[src/dcache_pkg.sv]
`default_nettype none

package dcache_pkg;

    // address split: tag | index | offset
    localparam int OFFSET_BITS    = 5;
    localparam int INDEX_BITS     = 3;
    localparam int TAG_BITS       = 24;
    localparam int NUM_LINES      = 8;
    localparam int BEATS_PER_LINE = 4;

    localparam logic [1:0] AXI_RESP_OKAY = 2'b00;

    typedef logic [31:0]           addr_t;
    typedef logic [63:0]           word_t;    // also the AXI beat
    typedef logic [7:0]            strb_t;
    typedef logic [255:0]          line_t;
    typedef logic [TAG_BITS-1:0]   tag_t;
    typedef logic [INDEX_BITS-1:0] index_t;
    typedef logic [1:0]            beat_cnt_t;

    // miss sequencing in the lookup
    typedef enum logic [2:0] {
        IDLE,
        WRITEBACK,
        REFILL_REQ,
        REFILL_WAIT,
        REPLAY
    } lookup_state_e;

    typedef enum logic [1:0] {
        W_IDLE,
        W_AW,
        W_DATA,
        W_RESP
    } wr_state_e;

    typedef enum logic [1:0] {
        R_IDLE,
        R_AR,
        R_DATA
    } rd_state_e;

endpackage

`default_nettype wire

[src/line_req_if.sv]
`timescale 1ns/1ps
`default_nettype none

// one line transfer per request, single credit
interface line_req_if import dcache_pkg::*; ();

    logic  req_valid;
    logic  req_write;      // 1 = write-back, 0 = refill
    addr_t req_addr;       // line aligned
    line_t req_line;
    logic  credit_return;

    modport initiator (
        output req_valid, req_write, req_addr, req_line,
        input  credit_return
    );

    modport target (
        input  req_valid, req_write, req_addr, req_line,
        output credit_return
    );

endinterface

`default_nettype wire

[src/beat_if.sv]
`timescale 1ns/1ps
`default_nettype none

interface beat_if import dcache_pkg::*; ();

    logic  beat_valid;    // one pulse per R handshake
    word_t beat_data;
    logic  beat_last;
    logic  beat_err;

    modport source (output beat_valid, beat_data, beat_last, beat_err);
    modport sink   (input  beat_valid, beat_data, beat_last, beat_err);

endinterface

`default_nettype wire

[src/dcache_lookup.sv]
`timescale 1ns/1ps
`default_nettype none

module dcache_lookup import dcache_pkg::*; (
    input  wire                 clock,
    input  wire                 reset,
    input  wire                 req_valid_i,
    input  wire                 req_write_i,
    input  addr_t               req_addr_i,
    input  word_t               req_wdata_i,
    input  strb_t               req_strb_i,
    output logic                req_ready_o,
    output logic                resp_valid_o,
    output word_t               resp_rdata_o,
    output logic                resp_err_o,
    line_req_if.initiator       line_req,
    input  wire                 fill_valid_i,
    input  line_t               fill_line_i,
    input  wire                 fill_err_i
);

    lookup_state_e state_q;

    // arrays
    tag_t                 tag_q  [NUM_LINES];
    line_t                data_q [NUM_LINES];
    logic [NUM_LINES-1:0] valid_q;
    logic [NUM_LINES-1:0] dirty_q;

    // held request
    logic  pend_q;
    logic  req_write_q;
    addr_t req_addr_q;
    word_t req_wdata_q;
    strb_t req_strb_q;

    logic  alive_q;
    logic  credit_q;      // the bridge's only transfer credit
    logic  fill_err_q;
    logic  resp_valid_q;
    logic  resp_err_q;
    word_t resp_rdata_q;

    tag_t      req_tag;
    index_t    req_idx;
    beat_cnt_t req_wsel;
    line_t     cur_line;
    word_t     cur_word;
    word_t     new_word;
    logic      hit;
    logic      serve;
    logic      req_fire;

    function automatic word_t merge_bytes(word_t old_w, word_t new_w, strb_t strb);
        word_t res;
        res = old_w;
        for (int i = 0; i < $bits(strb_t); i++) begin
            if (strb[i]) res[i*8 +: 8] = new_w[i*8 +: 8];
        end
        return res;
    endfunction

    assign req_tag  = req_addr_q[OFFSET_BITS+INDEX_BITS +: TAG_BITS];
    assign req_idx  = req_addr_q[OFFSET_BITS +: INDEX_BITS];
    assign req_wsel = req_addr_q[OFFSET_BITS-1 -: $bits(beat_cnt_t)];  // word within line

    assign cur_line = data_q[req_idx];
    assign cur_word = cur_line[req_wsel*$bits(word_t) +: $bits(word_t)];
    assign new_word = req_write_q ? merge_bytes(cur_word, req_wdata_q, req_strb_q) : cur_word;
    assign hit      = valid_q[req_idx] && (tag_q[req_idx] == req_tag);

    // answer on a hit, or on replay after a clean fill
    assign serve = (state_q == IDLE && pend_q && hit) || (state_q == REPLAY && !fill_err_q);

    assign req_ready_o = alive_q && state_q == IDLE && !pend_q && !resp_valid_q;
    assign req_fire    = req_valid_i && req_ready_o;

    assign resp_valid_o = resp_valid_q;
    assign resp_err_o   = resp_err_q;
    assign resp_rdata_o = resp_rdata_q;

    // victim line first, then the refill
    assign line_req.req_valid = credit_q && (state_q == WRITEBACK || state_q == REFILL_REQ);
    assign line_req.req_write = (state_q == WRITEBACK);
    assign line_req.req_addr  = (state_q == WRITEBACK)
                              ? {tag_q[req_idx], req_idx, {OFFSET_BITS{1'b0}}}
                              : {req_tag, req_idx, {OFFSET_BITS{1'b0}}};
    assign line_req.req_line  = cur_line;

    always_ff @(posedge clock or negedge reset) begin
        if (!reset) begin
            state_q      <= IDLE;
            alive_q      <= 1'b0;
            pend_q       <= 1'b0;
            credit_q     <= 1'b1;
            valid_q      <= '0;
            dirty_q      <= '0;
            fill_err_q   <= 1'b0;
            resp_valid_q <= 1'b0;
            resp_err_q   <= 1'b0;
        end else begin
            alive_q      <= 1'b1;
            resp_valid_q <= serve || state_q == REPLAY;
            if (line_req.req_valid) begin
                credit_q <= 1'b0;
            end else if (line_req.credit_return) begin
                credit_q <= 1'b1;
            end
            if (serve && req_write_q) dirty_q[req_idx] <= 1'b1;

            case (state_q)
                IDLE: begin
                    if (req_fire) begin
                        pend_q <= 1'b1;
                    end else if (serve) begin
                        pend_q     <= 1'b0;
                        resp_err_q <= 1'b0;
                    end else if (pend_q) begin
                        // miss
                        if (valid_q[req_idx] && dirty_q[req_idx]) state_q <= WRITEBACK;
                        else                                      state_q <= REFILL_REQ;
                    end
                end
                WRITEBACK: begin
                    if (credit_q) state_q <= REFILL_REQ;
                end
                REFILL_REQ: begin
                    if (credit_q) state_q <= REFILL_WAIT;
                end
                REFILL_WAIT: begin
                    if (fill_valid_i) begin
                        valid_q[req_idx] <= !fill_err_i;    // bad line stays out
                        dirty_q[req_idx] <= 1'b0;
                        fill_err_q       <= fill_err_i;
                        state_q          <= REPLAY;
                    end
                end
                REPLAY: begin
                    pend_q     <= 1'b0;
                    resp_err_q <= fill_err_q;
                    state_q    <= IDLE;
                end
                default: state_q <= IDLE;
            endcase
        end
    end

    always_ff @(posedge clock) begin
        if (req_fire) begin
            req_write_q <= req_write_i;
            req_addr_q  <= req_addr_i;
            req_wdata_q <= req_wdata_i;
            req_strb_q  <= req_strb_i;
        end
        if (serve) begin
            resp_rdata_q <= new_word;
            if (req_write_q) data_q[req_idx][req_wsel*$bits(word_t) +: $bits(word_t)] <= new_word;
        end else if (state_q == REPLAY) begin
            resp_rdata_q <= '0;    // errored fill
        end
        if (state_q == REFILL_WAIT && fill_valid_i) begin
            data_q[req_idx] <= fill_line_i;
            tag_q[req_idx]  <= req_tag;
        end
    end

endmodule

`default_nettype wire

[src/dcache_axi_bridge.sv]
`timescale 1ns/1ps
`default_nettype none

module dcache_axi_bridge import dcache_pkg::*; (
    input  wire         clock,
    input  wire         reset,
    line_req_if.target  line_req,
    beat_if.source      beats,

    output logic        axi_aw_valid_o,
    input  wire         axi_aw_ready_i,
    output addr_t       axi_aw_addr_o,

    output logic        axi_w_valid_o,
    input  wire         axi_w_ready_i,
    output word_t       axi_w_data_o,
    output strb_t       axi_w_strb_o,
    output logic        axi_w_last_o,

    input  wire         axi_b_valid_i,
    output logic        axi_b_ready_o,
    input  wire  [1:0]  axi_b_resp_i,    // accepted, not checked

    output logic        axi_ar_valid_o,
    input  wire         axi_ar_ready_i,
    output addr_t       axi_ar_addr_o,

    input  wire         axi_r_valid_i,
    output logic        axi_r_ready_o,
    input  word_t       axi_r_data_i,
    input  wire  [1:0]  axi_r_resp_i,
    input  wire         axi_r_last_i
);

    wr_state_e wr_state_q;
    rd_state_e rd_state_q;
    beat_cnt_t wr_cnt_q;
    addr_t     wr_addr_q;
    addr_t     rd_addr_q;
    line_t     wr_line_q;
    logic      credit_ret_q;
    logic      wr_last;
    logic      b_done;
    logic      r_done;

    assign wr_last = (wr_cnt_q == beat_cnt_t'(BEATS_PER_LINE - 1));
    assign b_done  = axi_b_valid_i && axi_b_ready_o;
    assign r_done  = axi_r_valid_i && axi_r_ready_o && axi_r_last_i;

    // write side
    assign axi_aw_valid_o = (wr_state_q == W_AW);
    assign axi_aw_addr_o  = wr_addr_q;
    assign axi_w_valid_o  = (wr_state_q == W_DATA);
    assign axi_w_data_o   = wr_line_q[wr_cnt_q*$bits(word_t) +: $bits(word_t)];
    assign axi_w_strb_o   = '1;    // full line
    assign axi_w_last_o   = wr_last;
    assign axi_b_ready_o  = (wr_state_q == W_RESP);

    // read side
    assign axi_ar_valid_o = (rd_state_q == R_AR);
    assign axi_ar_addr_o  = rd_addr_q;
    assign axi_r_ready_o  = (rd_state_q == R_DATA);

    assign beats.beat_valid = axi_r_valid_i && axi_r_ready_o;
    assign beats.beat_data  = axi_r_data_i;
    assign beats.beat_last  = axi_r_last_i;
    assign beats.beat_err   = (axi_r_resp_i != AXI_RESP_OKAY);

    assign line_req.credit_return = credit_ret_q;

    always_ff @(posedge clock or negedge reset) begin
        if (!reset) begin
            wr_state_q <= W_IDLE;
            wr_cnt_q   <= '0;
        end else begin
            case (wr_state_q)
                W_IDLE: begin
                    if (line_req.req_valid && line_req.req_write) begin
                        wr_state_q <= W_AW;
                        wr_cnt_q   <= '0;
                    end
                end
                W_AW: begin
                    if (axi_aw_ready_i) wr_state_q <= W_DATA;
                end
                W_DATA: begin
                    if (axi_w_ready_i) begin
                        if (wr_last) wr_state_q <= W_RESP;
                        else         wr_cnt_q   <= wr_cnt_q + 1'b1;
                    end
                end
                W_RESP: begin
                    if (axi_b_valid_i) wr_state_q <= W_IDLE;
                end
                default: wr_state_q <= W_IDLE;
            endcase
        end
    end

    always_ff @(posedge clock or negedge reset) begin
        if (!reset) begin
            rd_state_q <= R_IDLE;
        end else begin
            case (rd_state_q)
                R_IDLE: begin
                    if (line_req.req_valid && !line_req.req_write) rd_state_q <= R_AR;
                end
                R_AR: begin
                    if (axi_ar_ready_i) rd_state_q <= R_DATA;
                end
                R_DATA: begin
                    if (r_done) rd_state_q <= R_IDLE;
                end
                default: rd_state_q <= R_IDLE;
            endcase
        end
    end

    // one transfer done -> credit back a cycle later
    always_ff @(posedge clock or negedge reset) begin
        if (!reset) credit_ret_q <= 1'b0;
        else        credit_ret_q <= b_done || r_done;
    end

    always_ff @(posedge clock) begin
        if (wr_state_q == W_IDLE && line_req.req_valid && line_req.req_write) begin
            wr_addr_q <= line_req.req_addr;
            wr_line_q <= line_req.req_line;
        end
        if (rd_state_q == R_IDLE && line_req.req_valid && !line_req.req_write) begin
            rd_addr_q <= line_req.req_addr;
        end
    end

endmodule

`default_nettype wire

[src/dcache_refill.sv]
`timescale 1ns/1ps
`default_nettype none

module dcache_refill import dcache_pkg::*; (
    input  wire    clock,
    input  wire    reset,
    beat_if.sink   beats,
    output logic   fill_valid_o,
    output line_t  fill_line_o,
    output logic   fill_err_o
);

    beat_cnt_t cnt_q;
    logic      err_q;      // sticky over the burst
    logic      fill_valid_q;
    line_t     line_q;

    assign fill_valid_o = fill_valid_q;
    assign fill_line_o  = line_q;
    assign fill_err_o   = err_q;

    always_ff @(posedge clock or negedge reset) begin
        if (!reset) begin
            cnt_q        <= '0;
            err_q        <= 1'b0;
            fill_valid_q <= 1'b0;
        end else begin
            fill_valid_q <= beats.beat_valid && beats.beat_last;
            if (fill_valid_q) begin
                // line handed over, start clean
                cnt_q <= '0;
                err_q <= 1'b0;
            end else if (beats.beat_valid) begin
                cnt_q <= cnt_q + 1'b1;
                err_q <= err_q | beats.beat_err;
            end
        end
    end

    always_ff @(posedge clock) begin
        if (beats.beat_valid) line_q[cnt_q*$bits(word_t) +: $bits(word_t)] <= beats.beat_data;
    end

endmodule

`default_nettype wire

[src/dcache_top.sv]
`timescale 1ns/1ps
`default_nettype none

module dcache_top import dcache_pkg::*; (
    input  wire         clock,
    input  wire         reset,

    // core load/store port
    input  wire         req_valid_i,
    input  wire         req_write_i,
    input  addr_t       req_addr_i,
    input  word_t       req_wdata_i,
    input  strb_t       req_strb_i,
    output logic        req_ready_o,
    output logic        resp_valid_o,
    output word_t       resp_rdata_o,
    output logic        resp_err_o,

    // AXI master
    output logic        axi_aw_valid_o,
    input  wire         axi_aw_ready_i,
    output addr_t       axi_aw_addr_o,
    output logic        axi_w_valid_o,
    input  wire         axi_w_ready_i,
    output word_t       axi_w_data_o,
    output strb_t       axi_w_strb_o,
    output logic        axi_w_last_o,
    input  wire         axi_b_valid_i,
    output logic        axi_b_ready_o,
    input  wire  [1:0]  axi_b_resp_i,
    output logic        axi_ar_valid_o,
    input  wire         axi_ar_ready_i,
    output addr_t       axi_ar_addr_o,
    input  wire         axi_r_valid_i,
    output logic        axi_r_ready_o,
    input  word_t       axi_r_data_i,
    input  wire  [1:0]  axi_r_resp_i,
    input  wire         axi_r_last_i
);

    line_req_if line_req ();
    beat_if     beats ();

    logic  fill_valid;
    line_t fill_line;
    logic  fill_err;

    dcache_lookup lookup_i (
        .clock        (clock),
        .reset        (reset),
        .req_valid_i  (req_valid_i),
        .req_write_i  (req_write_i),
        .req_addr_i   (req_addr_i),
        .req_wdata_i  (req_wdata_i),
        .req_strb_i   (req_strb_i),
        .req_ready_o  (req_ready_o),
        .resp_valid_o (resp_valid_o),
        .resp_rdata_o (resp_rdata_o),
        .resp_err_o   (resp_err_o),
        .line_req     (line_req.initiator),
        .fill_valid_i (fill_valid),
        .fill_line_i  (fill_line),
        .fill_err_i   (fill_err)
    );

    dcache_axi_bridge bridge_i (
        .clock          (clock),
        .reset          (reset),
        .line_req       (line_req.target),
        .beats          (beats.source),
        .axi_aw_valid_o (axi_aw_valid_o),
        .axi_aw_ready_i (axi_aw_ready_i),
        .axi_aw_addr_o  (axi_aw_addr_o),
        .axi_w_valid_o  (axi_w_valid_o),
        .axi_w_ready_i  (axi_w_ready_i),
        .axi_w_data_o   (axi_w_data_o),
        .axi_w_strb_o   (axi_w_strb_o),
        .axi_w_last_o   (axi_w_last_o),
        .axi_b_valid_i  (axi_b_valid_i),
        .axi_b_ready_o  (axi_b_ready_o),
        .axi_b_resp_i   (axi_b_resp_i),
        .axi_ar_valid_o (axi_ar_valid_o),
        .axi_ar_ready_i (axi_ar_ready_i),
        .axi_ar_addr_o  (axi_ar_addr_o),
        .axi_r_valid_i  (axi_r_valid_i),
        .axi_r_ready_o  (axi_r_ready_o),
        .axi_r_data_i   (axi_r_data_i),
        .axi_r_resp_i   (axi_r_resp_i),
        .axi_r_last_i   (axi_r_last_i)
    );

    dcache_refill refill_i (
        .clock        (clock),
        .reset        (reset),
        .beats        (beats.sink),
        .fill_valid_o (fill_valid),
        .fill_line_o  (fill_line),
        .fill_err_o   (fill_err)
    );

endmodule

`default_nettype wire

[config.mk]
export PLATFORM = sky130hd
export DESIGN_NAME = dcache_top
export DESIGN_NICKNAME = d
export VERILOG_FILES = /design/src/dcache_pkg.sv /design/src/line_req_if.sv /design/src/beat_if.sv /design/src/dcache_lookup.sv /design/src/dcache_axi_bridge.sv /design/src/dcache_refill.sv /design/src/dcache_top.sv
export SDC_FILE = /design/constraint.sdc
export NUM_CORES = 2
export LEC_CHECK = 0
export ABC_CLOCK_PERIOD_IN_PS = 11800
export BUFFER_PORTS_ARGS = -buffer_cell sky130_fd_sc_hd__buf_2
export CAP_MARGIN = 20
export CORE_MARGIN = 2
export CORE_UTILIZATION = 50
export CTS_BUF_LIST = sky130_fd_sc_hd__clkbuf_4
export DETAILED_ROUTE_END_ITERATION = 8
export PLACE_DENSITY_LB_ADDON = 0.05
export SYNTH_ARGS = -nofsm -noshare
export SYNTH_HDL_FRONTEND = slang
export SYNTH_SLANG_ARGS = --single-unit
[constraint.sdc]
create_clock -name clock -period 11.8 [get_ports clock]
set_input_delay 1.77 -clock clock [delete_from_list [all_inputs] [get_ports clock]]
set_output_delay 1.77 -clock clock [all_outputs]
set_load 0.1 [all_outputs]
==> summary.txt <==
Pwr
  – Sequential share of power: 51.5%
  – Leakage: 44.48 nW
  – Sw power: 6.413 mW
  – Worst vdd ir: 0.1226 mV
  – Pwr Density: 177.7 nW/µm²
  – Sw Share: 27.15%
  – Logic gate share of total power: a little under an eighth
  – Clock share of power: 36.7%
  – Power Internal: 17.21 mW

Placed design
  – Routability cong.: between 0.8 and 0.9
  – Post-DP HPWL: 203800 µm
  – Port bufs: approximately 370

Clock tree
  – H-tree depth: 6
  – Clk sink count: 3011
  – CTS tree: done
  – Hold buffers post-CTS: 0
  – Post-cts sizing count: 0
  – Clock slew at reported path FFs: 0.07 ns
  – Clk root buf: clkbuf_4
  – Post-CTS Setup Inserts: 0
  – Clock Path Buffers: 4
  – Cts bufs inserted: 779
  – Skew-Pair Late Insertion Delay: 1.49 ns

Setup path
  – Worst path top cell family by delay: buffers and inverters
  – CP cell instances: buf_4, mux4_2, mux2i_1, xnor2_1, a211oi_1, nand4_1, nor4_4, buf_4, o211ai_1, buf_4, a21oi_4, buf_4, buf_4
  – WP buf/inv: 5
  – CP most frequent cell: buf_4
  – Worst setup EP type: flip-flop
  – Critical path peak fanout: between 40 and 50
  – Arrival time worst endpoint: 8.10 ns
  – CP required: 12.81 ns
  – Critical path class: reg2reg
  – CP peak stage delay: 0.96 ns
  – Worst path slowest cell: dfxtp_4
  – Crit path launch type: flip-flop

Synthesis
  – Most frequent cell after synthesis: edfxtp_1
  – Synth area leaders: edfxtp_1 76%, mux4_2 13%, mux2_2 2.5%
  – Post-synth top area cell: edfxtp_1
  – Syn Std Cell Area: 116900 µm²
  – Seq cells post-synth: approximately 3k
  – Share of Yosys cell area claimed by the top area cell type: approximately 76%
  – Yosys warns: 0
  – Synthesized area per cell: 20.88 µm²
  – Cells after synthesis: 5600
  – Main synth FF type: edfxtp_1
  – Post-synth ARST share: between 1 and 1.5%
  – Yosys cell types: 54
  – Most instantiated cells after synthesis: 2972 x edfxtp_1, 656 x mux4_2, 323 x nand2_1, 290 x o21ai_0, 263 x and2_1
  – Post-synth EDFFs: just under 3k
  – Post-synthesis sequential area ratio: 77.16%

Routing
  – DRT Pass-1 Iters: 5
  – Vias/cell: 6.156
  – Vias: 63.08k
  – Antenna viol nets, final: 0
  – DRC errors left: 0
  – Final WL: 357400 µm
  – DR WL/cell: between 30 and 40 µm
  – 1st-iter DRT viols: 7547

Floorplanning
  – Starting Density: 50.28%
  – Core Box Area: 232500 µm²
  – IO Pins: 391
  – Die footprint: 237700 µm²
  – Die width: 487.6 µm
  – Rows: 177
  – Die Ht: 487.6 µm

STA
  – Setup Skew: around 0.12 ns
  – RSZ-0062 raised after global routing: false
  – Post-route setup TNS: 0 ns
  – Fmax: 141.0 MHz
  – Slew Limit Fails: 0
  – Final-report hold violation count: 0
  – Worst-margin pin slew: ~1.2 ns
  – Final setup fails: 0
  – Max-slew headroom: 19.94%
  – Fin crit share: 60.10%
  – Post-layout minimum cycle time: 7.091 ns

Finish
  – Final core utilization: 57.19%
  – Area Overhead vs Synth: 13.74%
  – Layout cells sized above 1: 37.58%
  – Final #Nets: ~7k

Global route
  – Initial antenna violation count: 65
  – First-pass GRT wire length: 489600 µm
  – Largest net degree at the start of global routing: between 100 and 150
  – Vias in the first global route: 63.04k
  – Total track usage: 30.20%
  – Remaining Overflow, GRT: 0

Run status
  – Status: finished, final reports clean

Min path
  – Worst min-delay path class: in2reg

Run
  – Max-cap viol count: 0
==> sequential cells by signal, summed over array words and instances (netlist names), 2 cells and up, named ones only <==
name and flops:
bridge_i.wr_line_q 256, lookup_i.state_q 3, lookup_i.resp_rdata_o 64, lookup_i.valid_q 8
bridge_i.axi_aw_addr_o 27, refill_i.fill_line_o 256, bridge_i.wr_state_q 2, lookup_i.dirty_q 8
lookup_i.data_q 2048, lookup_i.req_wdata_q 64, lookup_i.req_addr_q 29, lookup_i.req_strb_q 8
lookup_i.tag_q 192, refill_i.cnt_q 2, bridge_i.axi_ar_addr_o 27, bridge_i.rd_state_q 2
bridge_i.wr_cnt_q 2
==> metal layers <==
layer | global-route usage, % | routed length, µm | vias to the layer above
met5 | 0.5920 | 322 | -
met4 | 10.03 | 11230 | 22
met3 | 6.499 | 33520 | 625
met2 | 48.17 | 171700 | 3387
met1 | 41.70 | 140600 | 33650
li1 | - | - | 25400
==> cell families after synthesis <==
family	Yosys count	share of synthesized area (%)
fa+ha+maj	14	0.1498
mux	1055	16.33
flops	3011	77.16
other cells	2	0.006423
compound gates	406	1.919
buf+inv	330	1.140
xor+xnor	16	0.1199
simple gates	766	3.181
==> worst paths after layout <==
check,start,end,slack (ns),depth (start not counted)
worst min register to register,lookup_i.valid_q[3],lookup_i.valid_q[3],0.48,2
min in group asynchronous,reset,lookup_i.state_q[0],0.51,1
worst min-delay path,req_wdata_i[35],lookup_i.req_wdata_q[35],0.48,1
max in group asynchronous,reset,bridge_i.wr_cnt_q[0],10.58,1
worst max register to register,flip-flop,lookup_i.data_q[2][57],4.71,13
worst max-delay path,flip-flop,lookup_i.data_q[2][57],4.71,13
==> power by group through the flow <==
| stage | sequential [mW] | clock, mW | combinational (mW) |
|---|---|---|---|
| after floorplan | 12.5 | 0 | 1.66 |
| after global placement | 12.4 | 0 | 2.77 |
| after detailed placement | 12.4 | 0 | 2.79 |
| after CTS | 12.2 | 8.83 | 2.80 |
| after global routing | 12.2 | 9.37 | 2.89 |
| final | 12.2 | 8.66 | 2.80 |
==> through the flow <==
stage                     area, µm²  setup slack [ns]  hold WS [ns]  instances  power, mW
after CTS                    132800             4.612        0.3213      10210      23.79
after floorplan              117000             3.737        0.4492       5617      14.17
after detailed placement     123400             4.668        0.4733       8879      15.18
final                        133000             4.709        0.4773      10250      23.62
after global placement       123300             4.792        0.4754       8875      15.15
after global routing         132900             4.395        0.3578      10230      24.44
==> layout by cell type (no fill, tap or decap), types with 6 or more instances in the layout <==
cell type	n
edfxtp_1	2972
clkbuf_4	1133
mux4_2	656
buf_2	367
nand2_1	322
o21ai_0	290
and2_1	262
mux2_2	259
clkinv_1	155
buf_4	149
mux2i_1	140
nor2_1	99
diode_2	35
dfrtp_1	33
a21oi_4	32
a22oi_1	22
conb_1	19
nor3_1	16
a22o_1	15
clkinv_2	15
ha_1	14
inv_1	13
buf_12	13
a21oi_1	12
inv_2	10
nand3_1	9
xnor2_1	9
nor2b_1	8
clkinvlp_4	8
o31ai_1	7
xor2_1	7
nand2b_1	6
o211ai_1	6
==> area by class of cell <==
cell class              count  area [µm²]
clock inverters           196       955.9
clock buffers            1132        8498
diodes                     35       87.58
repair buffers            535        3361
well taps                3043        3807
fillers                 17960       99560
flip-flops and latches   3011       90230
multi-input cells        2276       25960
inverters                  19       78.83
No activity file was read; power rests on OpenSTA's default activity.
